==> src/chan_macros.svh <==
`ifndef CHAN_MACROS_SVH
`define CHAN_MACROS_SVH

////////////////////////////////////////////////////////////////////////////
// link word layout
`define WORD_W          32   // one link word, both directions
`define OP_MSB          31   // opcode field
`define OP_LSB          28
`define ARG_MSB         27   // argument field: tag, register select, address
`define ARG_LSB         16
`define DATA_MSB        15   // data field: fill number, sample, count
`define DATA_LSB        0

////////////////////////////////////////////////////////////////////////////
// sizes and limits
`define CMD_FIFO_DEPTH  4    // also the rx credits the master starts with
`define BUF_DEPTH       256  // fill buffer samples, stand-in for the DDR3
`define BUF_ADDR_W      8
`define TX_CREDIT_MAX   15   // tx credit counter saturates here

`endif

==> src/chan_cmd_pkg.sv <==
`include "chan_macros.svh"

// command side: what the master asks for and the fields it carries
package chan_cmd_pkg;

  // opcode in bits OP_MSB:OP_LSB of a command word
  typedef enum logic [`OP_MSB-`OP_LSB:0] {
    OP_NOP       = 4'd0,  // accepted, no output
    OP_SET_TAG   = 4'd1,  // tag <= arg
    OP_SET_FILL  = 4'd2,  // fill number <= data
    OP_LOAD      = 4'd3,  // buffer[arg] <= data
    OP_READ_REG  = 4'd4,  // one response word
    OP_READ_FILL = 4'd5   // header plus samples
  } cmd_opcode_e;

  // raw field slices
  typedef logic [`ARG_MSB-`ARG_LSB:0]   cmd_arg_t;
  typedef logic [`DATA_MSB-`DATA_LSB:0] cmd_data_t;

  // channel registers
  // the tag is written from the arg field and goes back out in the same slot
  typedef logic [`ARG_MSB-`ARG_LSB:0]   chan_tag_t;
  // fill number fits the data field of a response
  typedef logic [`DATA_MSB-`DATA_LSB:0] fill_num_t;

endpackage

==> src/chan_link_pkg.sv <==
`include "chan_macros.svh"

// link side: words on the wire and the sequencing around them
package chan_link_pkg;

  typedef logic [`WORD_W-1:0] link_word_t;  // rx commands and tx words alike

  // execute unit sequencing
  typedef enum logic [1:0] {
    S_IDLE,  // waiting for a command
    S_RESP,  // one register response word
    S_HDR,   // fill header word
    S_DATA   // fill sample words
  } exec_state_e;

  // tx credits held by the channel, wide enough for TX_CREDIT_MAX
  typedef logic [$clog2(`TX_CREDIT_MAX + 1)-1:0] tx_credit_t;

endpackage

==> src/channel_top.sv <==
`include "chan_macros.svh"

module channel_top
  import chan_cmd_pkg::*, chan_link_pkg::*;
(
  input  logic       clk125,
  input  logic       rst_n,
  input  link_word_t rx_data,       // commands from the master
  input  logic       rx_valid,
  output logic       rx_credit,
  output link_word_t tx_data,       // responses and fill data to the master
  output logic       tx_last,
  output logic       tx_valid,
  input  logic       tx_credit,
  input  logic       readout_pause
);

  // decode to execute
  logic        cmd_valid;
  cmd_opcode_e cmd_op;
  cmd_arg_t    cmd_arg;
  cmd_data_t   cmd_data;
  logic        cmd_take;

  // execute to tx
  logic        out_valid;
  link_word_t  out_word;
  logic        out_last;
  logic        out_take;

  ////////////////////////////////////////////////////////////////////////////
  // receive, execute, transmit
  cmd_decode i_cmd_decode (
    .clk125    (clk125),
    .rst_n     (rst_n),
    .rx_data   (rx_data),
    .rx_valid  (rx_valid),
    .rx_credit (rx_credit),
    .cmd_valid (cmd_valid),
    .cmd_op    (cmd_op),
    .cmd_arg   (cmd_arg),
    .cmd_data  (cmd_data),
    .cmd_take  (cmd_take)
  );

  cmd_execute i_cmd_execute (
    .clk125    (clk125),
    .rst_n     (rst_n),
    .cmd_valid (cmd_valid),
    .cmd_op    (cmd_op),
    .cmd_arg   (cmd_arg),
    .cmd_data  (cmd_data),
    .cmd_take  (cmd_take),
    .out_valid (out_valid),
    .out_word  (out_word),
    .out_last  (out_last),
    .out_take  (out_take)
  );

  link_tx i_link_tx (
    .clk125        (clk125),
    .rst_n         (rst_n),
    .readout_pause (readout_pause),  // synchronized inside
    .tx_credit     (tx_credit),
    .out_valid     (out_valid),
    .out_word      (out_word),
    .out_last      (out_last),
    .out_take      (out_take),
    .tx_data       (tx_data),
    .tx_last       (tx_last),
    .tx_valid      (tx_valid)
  );

endmodule

==> src/cmd_decode.sv <==
`include "chan_macros.svh"

module cmd_decode
  import chan_cmd_pkg::*, chan_link_pkg::*;
(
  input  logic        clk125,
  input  logic        rst_n,
  input  link_word_t  rx_data,    // command word from the master
  input  logic        rx_valid,
  output logic        rx_credit,  // one pulse per command popped
  output logic        cmd_valid,
  output cmd_opcode_e cmd_op,
  output cmd_arg_t    cmd_arg,
  output cmd_data_t   cmd_data,
  input  logic        cmd_take    // execute accepts the head command
);

  localparam int PTR_W = $clog2(`CMD_FIFO_DEPTH);
  localparam int CNT_W = $clog2(`CMD_FIFO_DEPTH + 1);

  link_word_t             fifo_mem [`CMD_FIFO_DEPTH];  // raw command words
  logic       [PTR_W-1:0] wr_ptr;
  logic       [PTR_W-1:0] rd_ptr;
  logic       [CNT_W-1:0] fifo_cnt;
  logic                   push;
  logic                   pop;
  link_word_t             head;

  ////////////////////////////////////////////////////////////////////////////
  // command fifo
  assign push      = rx_valid;              // master only sends under credit
  assign pop       = cmd_take & cmd_valid;
  assign cmd_valid = (fifo_cnt != '0);      // valid the cycle after the push
  assign rx_credit = pop;                   // slot freed, credit goes back now
  assign head      = fifo_mem[rd_ptr];

  always_ff @(posedge clk125) begin
    if (push) begin
      fifo_mem[wr_ptr] <= rx_data;
    end
  end

  // depth is a power of two, pointers wrap on their own
  always_ff @(posedge clk125) begin
    if (!rst_n) begin
      wr_ptr   <= '0;
      rd_ptr   <= '0;
      fifo_cnt <= '0;
    end else begin
      if (push) wr_ptr <= wr_ptr + 1'b1;
      if (pop)  rd_ptr <= rd_ptr + 1'b1;
      case ({push, pop})
        2'b10:   fifo_cnt <= fifo_cnt + 1'b1;
        2'b01:   fifo_cnt <= fifo_cnt - 1'b1;
        default: fifo_cnt <= fifo_cnt;       // none, or one in one out
      endcase
    end
  end

  ////////////////////////////////////////////////////////////////////////////
  // field decode of the head word
  assign cmd_arg  = head[`ARG_MSB:`ARG_LSB];
  assign cmd_data = head[`DATA_MSB:`DATA_LSB];

  always_comb begin
    case (head[`OP_MSB:`OP_LSB])
      OP_SET_TAG:   cmd_op = OP_SET_TAG;
      OP_SET_FILL:  cmd_op = OP_SET_FILL;
      OP_LOAD:      cmd_op = OP_LOAD;
      OP_READ_REG:  cmd_op = OP_READ_REG;
      OP_READ_FILL: cmd_op = OP_READ_FILL;
      default:      cmd_op = OP_NOP;         // unknown codes are swallowed
    endcase
  end

  // a word arriving on a full fifo means the master spent a credit it lacked
  a_rx_credit_respected: assert property (@(posedge clk125) disable iff (!rst_n)
    rx_valid |-> (fifo_cnt != CNT_W'(`CMD_FIFO_DEPTH)))
    else $error("command fifo overrun, rx credit violated");

endmodule

==> src/cmd_execute.sv <==
`include "chan_macros.svh"

module cmd_execute
  import chan_cmd_pkg::*, chan_link_pkg::*;
(
  input  logic        clk125,
  input  logic        rst_n,
  input  logic        cmd_valid,
  input  cmd_opcode_e cmd_op,
  input  cmd_arg_t    cmd_arg,
  input  cmd_data_t   cmd_data,
  output logic        cmd_take,
  output logic        out_valid,
  output link_word_t  out_word,
  output logic        out_last,
  input  logic        out_take   // tx stage took out_word
);

  localparam int CNT_W = `BUF_ADDR_W + 1;  // holds 0 to BUF_DEPTH

  exec_state_e             state;
  chan_tag_t               chan_tag;
  fill_num_t               fill_num;
  cmd_data_t               fill_buf [`BUF_DEPTH];  // sample store
  logic [`BUF_ADDR_W-1:0]  rd_addr;                // next sample to send
  logic [CNT_W-1:0]        remain;                 // samples still to send
  link_word_t              resp_word;              // latched register response
  cmd_data_t               reg_value;
  cmd_data_t               sample;
  logic                    readout_done;

  // one command at a time, next one only once the last word is gone
  assign cmd_take = cmd_valid & (state == S_IDLE);

  ////////////////////////////////////////////////////////////////////////////
  // register read mux
  always_comb begin
    case (cmd_arg)
      12'd0:   reg_value = cmd_data_t'(chan_tag);  // zero-extended
      12'd1:   reg_value = fill_num;
      default: reg_value = '0;
    endcase
  end

  // fill buffer, written by OP_LOAD, read asynchronously during readout
  always_ff @(posedge clk125) begin
    if (cmd_take && cmd_op == OP_LOAD) begin
      fill_buf[cmd_arg[`BUF_ADDR_W-1:0]] <= cmd_data;
    end
  end

  assign sample = fill_buf[rd_addr];

  // readout context, loaded on every take and stepped per data word
  always_ff @(posedge clk125) begin
    if (cmd_take) begin
      resp_word <= {OP_READ_REG, cmd_arg, reg_value};
      rd_addr   <= cmd_arg[`BUF_ADDR_W-1:0];
      // count is data[8:0], anything past BUF_DEPTH is clamped
      remain    <= cmd_data[`BUF_ADDR_W] ? CNT_W'(`BUF_DEPTH) : cmd_data[CNT_W-1:0];
    end else if (out_take && state == S_DATA) begin
      rd_addr <= rd_addr + 1'b1;  // wraps modulo BUF_DEPTH
      remain  <= remain - 1'b1;
    end
  end

  ////////////////////////////////////////////////////////////////////////////
  // sequencing and channel registers
  assign readout_done = out_take & out_last & ((state == S_HDR) | (state == S_DATA));

  always_ff @(posedge clk125) begin
    if (!rst_n) begin
      state    <= S_IDLE;
      chan_tag <= '0;
      fill_num <= '0;
    end else begin
      if (readout_done) fill_num <= fill_num + 1'b1;  // next fill after readout
      case (state)
        S_IDLE: begin
          if (cmd_take) begin
            case (cmd_op)
              OP_SET_TAG:   chan_tag <= cmd_arg;
              OP_SET_FILL:  fill_num <= cmd_data;
              OP_READ_REG:  state    <= S_RESP;
              OP_READ_FILL: state    <= S_HDR;
              default:      state    <= S_IDLE;  // nop, load
            endcase
          end
        end
        S_RESP:         if (out_take) state <= S_IDLE;
        S_HDR, S_DATA:  if (out_take) state <= out_last ? S_IDLE : S_DATA;
        default:        state <= S_IDLE;
      endcase
    end
  end

  // output word per state
  always_comb begin
    out_valid = 1'b1;
    out_last  = 1'b0;
    out_word  = resp_word;
    case (state)
      S_RESP: out_last = 1'b1;                          // single word
      S_HDR: begin
        out_word = {OP_READ_FILL, chan_tag, fill_num};
        out_last = (remain == '0);                      // count 0, header alone
      end
      S_DATA: begin
        out_word = {{(`OP_MSB-`OP_LSB+1){1'b0}}, cmd_arg_t'(rd_addr), sample};
        out_last = (remain == CNT_W'(1));
      end
      default: out_valid = 1'b0;
    endcase
  end

  // idle stays quiet until a read command has been taken
  a_idle_quiet: assert property (@(posedge clk125) disable iff (!rst_n)
    $rose(out_valid)
    |-> $past(cmd_take && (cmd_op == OP_READ_REG || cmd_op == OP_READ_FILL)))
    else $error("output raised without a read command");

  // a stalled word must not change under the tx stage
  a_hold_stable: assert property (@(posedge clk125) disable iff (!rst_n)
    out_valid && !out_take |=> out_valid && $stable(out_word) && $stable(out_last))
    else $error("output word changed while stalled");

endmodule

==> src/link_tx.sv <==
`include "chan_macros.svh"

module link_tx
  import chan_link_pkg::*;
(
  input  logic       clk125,
  input  logic       rst_n,
  input  logic       readout_pause,  // async from the master
  input  logic       tx_credit,      // one pulse per free slot at the master
  input  logic       out_valid,
  input  link_word_t out_word,
  input  logic       out_last,
  output logic       out_take,
  output link_word_t tx_data,
  output logic       tx_last,
  output logic       tx_valid
);

  logic       pause_s1;
  logic       pause_s2;    // synchronized pause
  tx_credit_t credit_cnt;
  logic       word_full;   // output register holds a word
  logic       last_q;
  logic       send;

  ////////////////////////////////////////////////////////////////////////////
  // release and refill of the output register
  assign send     = word_full & (credit_cnt != '0) & ~pause_s2;
  assign out_take = out_valid & (~word_full | send);  // empty or emptying now
  assign tx_valid = send;
  assign tx_last  = send & last_q;

  always_ff @(posedge clk125) begin
    if (!rst_n) begin
      pause_s1 <= 1'b0;
      pause_s2 <= 1'b0;
    end else begin
      pause_s1 <= readout_pause;
      pause_s2 <= pause_s1;
    end
  end

  // credit counter, saturating
  always_ff @(posedge clk125) begin
    if (!rst_n) begin
      credit_cnt <= '0;
    end else begin
      case ({tx_credit, send})
        2'b10: if (credit_cnt != tx_credit_t'(`TX_CREDIT_MAX)) credit_cnt <= credit_cnt + 1'b1;
        2'b01: credit_cnt <= credit_cnt - 1'b1;
        default: credit_cnt <= credit_cnt;  // none, or one in one out
      endcase
    end
  end

  always_ff @(posedge clk125) begin
    if (!rst_n)        word_full <= 1'b0;
    else if (out_take) word_full <= 1'b1;
    else if (send)     word_full <= 1'b0;
  end

  always_ff @(posedge clk125) begin
    if (out_take) begin
      tx_data <= out_word;
      last_q  <= out_last;
    end
  end

  // after the last credit is spent nothing goes out until a new one arrives
  a_no_send_without_credit: assert property (@(posedge clk125) disable iff (!rst_n)
    tx_valid && credit_cnt == tx_credit_t'(1) && !tx_credit |=> !tx_valid)
    else $error("tx word sent without credit");

  a_credit_saturates: assert property (@(posedge clk125) disable iff (!rst_n)
    credit_cnt == tx_credit_t'(`TX_CREDIT_MAX) && tx_credit && !tx_valid
    |=> credit_cnt == tx_credit_t'(`TX_CREDIT_MAX))
    else $error("tx credit counter overflow");

endmodule

==> config.mk <==
export PLATFORM = sky130hd
export DESIGN_NAME = channel_top
export DESIGN_NICKNAME = d
export VERILOG_FILES = /design/src/chan_cmd_pkg.sv /design/src/chan_link_pkg.sv /design/src/channel_top.sv /design/src/cmd_decode.sv /design/src/cmd_execute.sv /design/src/link_tx.sv
export VERILOG_INCLUDE_DIRS = /design/src
export SDC_FILE = /design/constraint.sdc
export NUM_CORES = 2
export LEC_CHECK = 0
export BUFFER_PORTS_ARGS = -buffer_cell sky130_fd_sc_hd__buf_2
export CAP_MARGIN = 20
export CORE_ASPECT_RATIO = 2
export CORE_UTILIZATION = 40
export CTS_CLUSTER_SIZE = 16
export DETAILED_ROUTE_END_ITERATION = 12
export PLACE_DENSITY = 0.6
export SETUP_SLACK_MARGIN = 0.2
export SKIP_CTS_REPAIR_TIMING = 1
export SYNTH_ARGS = -nofsm -noshare
export SYNTH_HDL_FRONTEND = slang
export SYNTH_MEMORY_MAX_BITS = 65536
export SYNTH_SLANG_ARGS = --single-unit
==> constraint.sdc <==
create_clock -name clk125 -period 4.9 [get_ports clk125]
set_clock_uncertainty 0.15 [all_clocks]
set_input_delay 0.98 -clock clk125 [delete_from_list [all_inputs] [get_ports clk125]]
set_output_delay 0.98 -clock clk125 [all_outputs]
set_load 0.02 [all_outputs]
==> impl_metrics.ini <==
[status]
status = completed

[drt]
viasPerCell = 5.86
antenna_left = 0
routed_wl_um = 498000
via_count = 85199
first_iter_violations = 8936
wl_per_cell_um = 34.2
drt_pass1_iterations = 6
drc = 0

[floorplan]
die_h_um = 922
start_util = 0.402
rows = 337
core-area_mm2 = 0.421
die_area_mm2 = 0.426
io_pins = 72
die_w_um = 462

[synthesis]
synth_ff_type = edfxtp_1
ys_seq_elements = 4354
synth_area_mm2 = 0.169
yosysWarnings = 0
synth_top_area_share = 0.764
syn_area_per_cell_um2 = 21.2
synth_cell_types = 72
async_flop_share = 0
yosys-top-cells-area = edfxtp_1 (76%), mux4_2 (11%), mux2i_1 (3.0%), o221ai_1 (0.84%), nor2_1 (0.81%)
ys_seq_area_frac = 0.770
synth_cells = 7983
synth_edf_count = 4300
yosysTopAreaCell = edfxtp_1

[layout]
final_util = 0.453
final_cells = 14542
fillers = 35357
num-nets-final = 8686
drive_gt1_frac = 0.254
area_delta_synth_final_pct = 12.8

[sta]
relSlewSlack = 0.142
clock.fmax_mhz = 213
fin_crit_ns = 4.70
slew_viol_final = 0
worst_pin_slew_ns = 1.29
finalHoldViolations = 0
finalSetupViolCount = 0
finalSetupTns_ns = 0
rsz0062_at_grt = false
fin_crit_sh = 0.959
hold_ws_ns = 0.0780

[global_routing]
grt_pass1_wl_um = 690000
grt_max_degree = 173
grt_pass1_vias = 87571
grt_usage = 0.232
antenna_found_initial = 29
overflow = 0

[worst_setup_path]
path_cells = buf_12 > buf_4 > mux4_2 > mux4_2 > a22o_1 > nor2_1 > buf_4 > or4_1 > o21ai_1
crit_arrival_ns = 5.25
critPathMaxFanout = 110
crit_end = i_link_tx.tx_data[6]
crit_slowest_cell = nor2_1
rrSetupSlack_ns = 0.20
setup.worst_path.class = reg2reg
worstPathRequired_ns = 5.45
rr_endpoint = i_link_tx.tx_data[6]
max_stage_delay_ns = 0.72
r2r_cells = 9
start_kind = register
critPathCaptureType = register

[clock_network]
cts.sinks = 4354
cts_tree = done
root_buffer = clkbuf_16
clk_path_buf_depth = 4
clk_pin_slew_ns = 0.07
insertion_delay_ns = 0.97
cts_made_buffers = 353
cts-htree-levels = 5

[min_path]
hold_class = in2reg

[job]
drv_cap = 0

[power]
pwr_density_cell_mw_per_mm2 = 581
power.leakage_nw = 60.4
ir_drop_uv = 569

[placed_design]
io_buffers = 69
gp_congestion = 0.905
dp_hpwl_um = 327000
placed_cells = 13867
-- cell usage after synthesis, drive strengths merged, types with 23 or more instances --
library cell and n:
nor3 71, nor2 366, buf 280, o221ai 164, o22ai 152, nor2b 23
mux2 33, clkbuf 178, a21oi 166, dfxtp 54, o21ai 113, mux4 882
xnor2 25, nand3 34, nand2 181, edfxtp 4300, a22oi 79, inv 36
nor4 27, a211oi 44, a22o 50, mux2i 499
-- registers in the layout (all words and copies together) (netlist names), 3 cells and up, named ones only --
register and count:
i_cmd_decode.fifo_cnt 3, i_cmd_decode.fifo_mem 128, i_cmd_execute.chan_tag 12, i_cmd_execute.fill_buf 4096, i_cmd_execute.fill_num 16, i_cmd_execute.rd_addr 8
i_cmd_execute.remain 9, i_cmd_execute.resp_word 28, i_link_tx.credit_cnt 4, i_link_tx.tx_data 30
-- cell usage in the layout, fill, tap and decap left out, types with 152 or more instances in the layout --
cell type / n
nand2_1: 170
buf_4: 607
edfxtp_1: 4300
o221ai_1: 163
mux4_2: 827
mux2i_1: 499
a21oi_1: 166
clkbuf_16: 359
o22ai_1: 152
nor2_1: 292
-- area by class of cell --
class                   instances  area, µm²  share of cell area
repair buffers                754       6440              0.0338
multi-input cells            3133      35800               0.188
diodes                         43        108            0.000564
clock inverters               190       1750             0.00919
inverters                      39        163            0.000852
well taps                    5593       7000              0.0367
clock buffers                 436       9310              0.0488
flip-flops and latches       4354     130000               0.682
-- cell families (layout without fill, tap and decap cells) --
logic type / Yosys count / after routing / share of synthesized area
buffers and inverters: 497 / 1419 / 0.0205
AO/OA/AOI/OAI: 875 / 875 / 0.0359
flip-flops: 4354 / 4354 / 0.770
multiplexers: 1414 / 1414 / 0.150
AND/OR/NAND/NOR: 794 / 794 / 0.0207
adder cells (fa/ha/maj): 14 / 14 / 0.00112
other: 1 / 45 / 0.0000222
XOR/XNOR: 34 / 34 / 0.00176
-- worst max-delay path, delay by kind of cell, from the launching register on --
kind / cells / cell delay, ns
buf+inv: 3 / 1.10
flops: 1 / 0.50
simple gates: 2 / 0.95
mux: 2 / 0.86
compound gates: 2 / 0.47
-- metal layers --
layer  vias up  global-route usage  routed length, µm
met4         8               0.169              42600
li1      34733                   -                  -
met5         -                   0                 60
met2      3682               0.413             262000
met3      1006              0.0283              28700
met1     45770               0.254             164000
-- where the power goes --
| group | internal, mW | switching (mW) |
|---|---|---|
| sequential | 45.3 | 0.684 |
| clock | 15.0 | 13.3 |
| combinational | 12.6 | 24.0 |
-- how the worst min path moves through the flow --
stage,start,endpoint,depth (start not counted)
after floorplan,i_link_tx.pause_s1,i_link_tx.pause_s2,1
after global placement,i_link_tx.pause_s1,i_link_tx.pause_s2,1
after detailed placement,i_link_tx.pause_s1,i_link_tx.pause_s2,1
after CTS,rx_data[3],i_cmd_decode.fifo_mem[1][3],1
after global routing,rx_data[6],i_cmd_decode.fifo_mem[2][6],1
final,readout_pause,i_link_tx.pause_s1,2
-- per-stage QoR --
stage          total power [mW]  instance area [µm²]  setup slack (ns)
2_1_floorplan              68.2               169000             0.369
3_3_place_gp               82.7               179000            -0.576
3_5_place_dp               83.4               180000             0.227
4_1_cts                     111               191000             0.212
5_1_grt                     113               191000             0.239
6_report                    111               191000             0.201
Power figures use the tool's default switching activity.
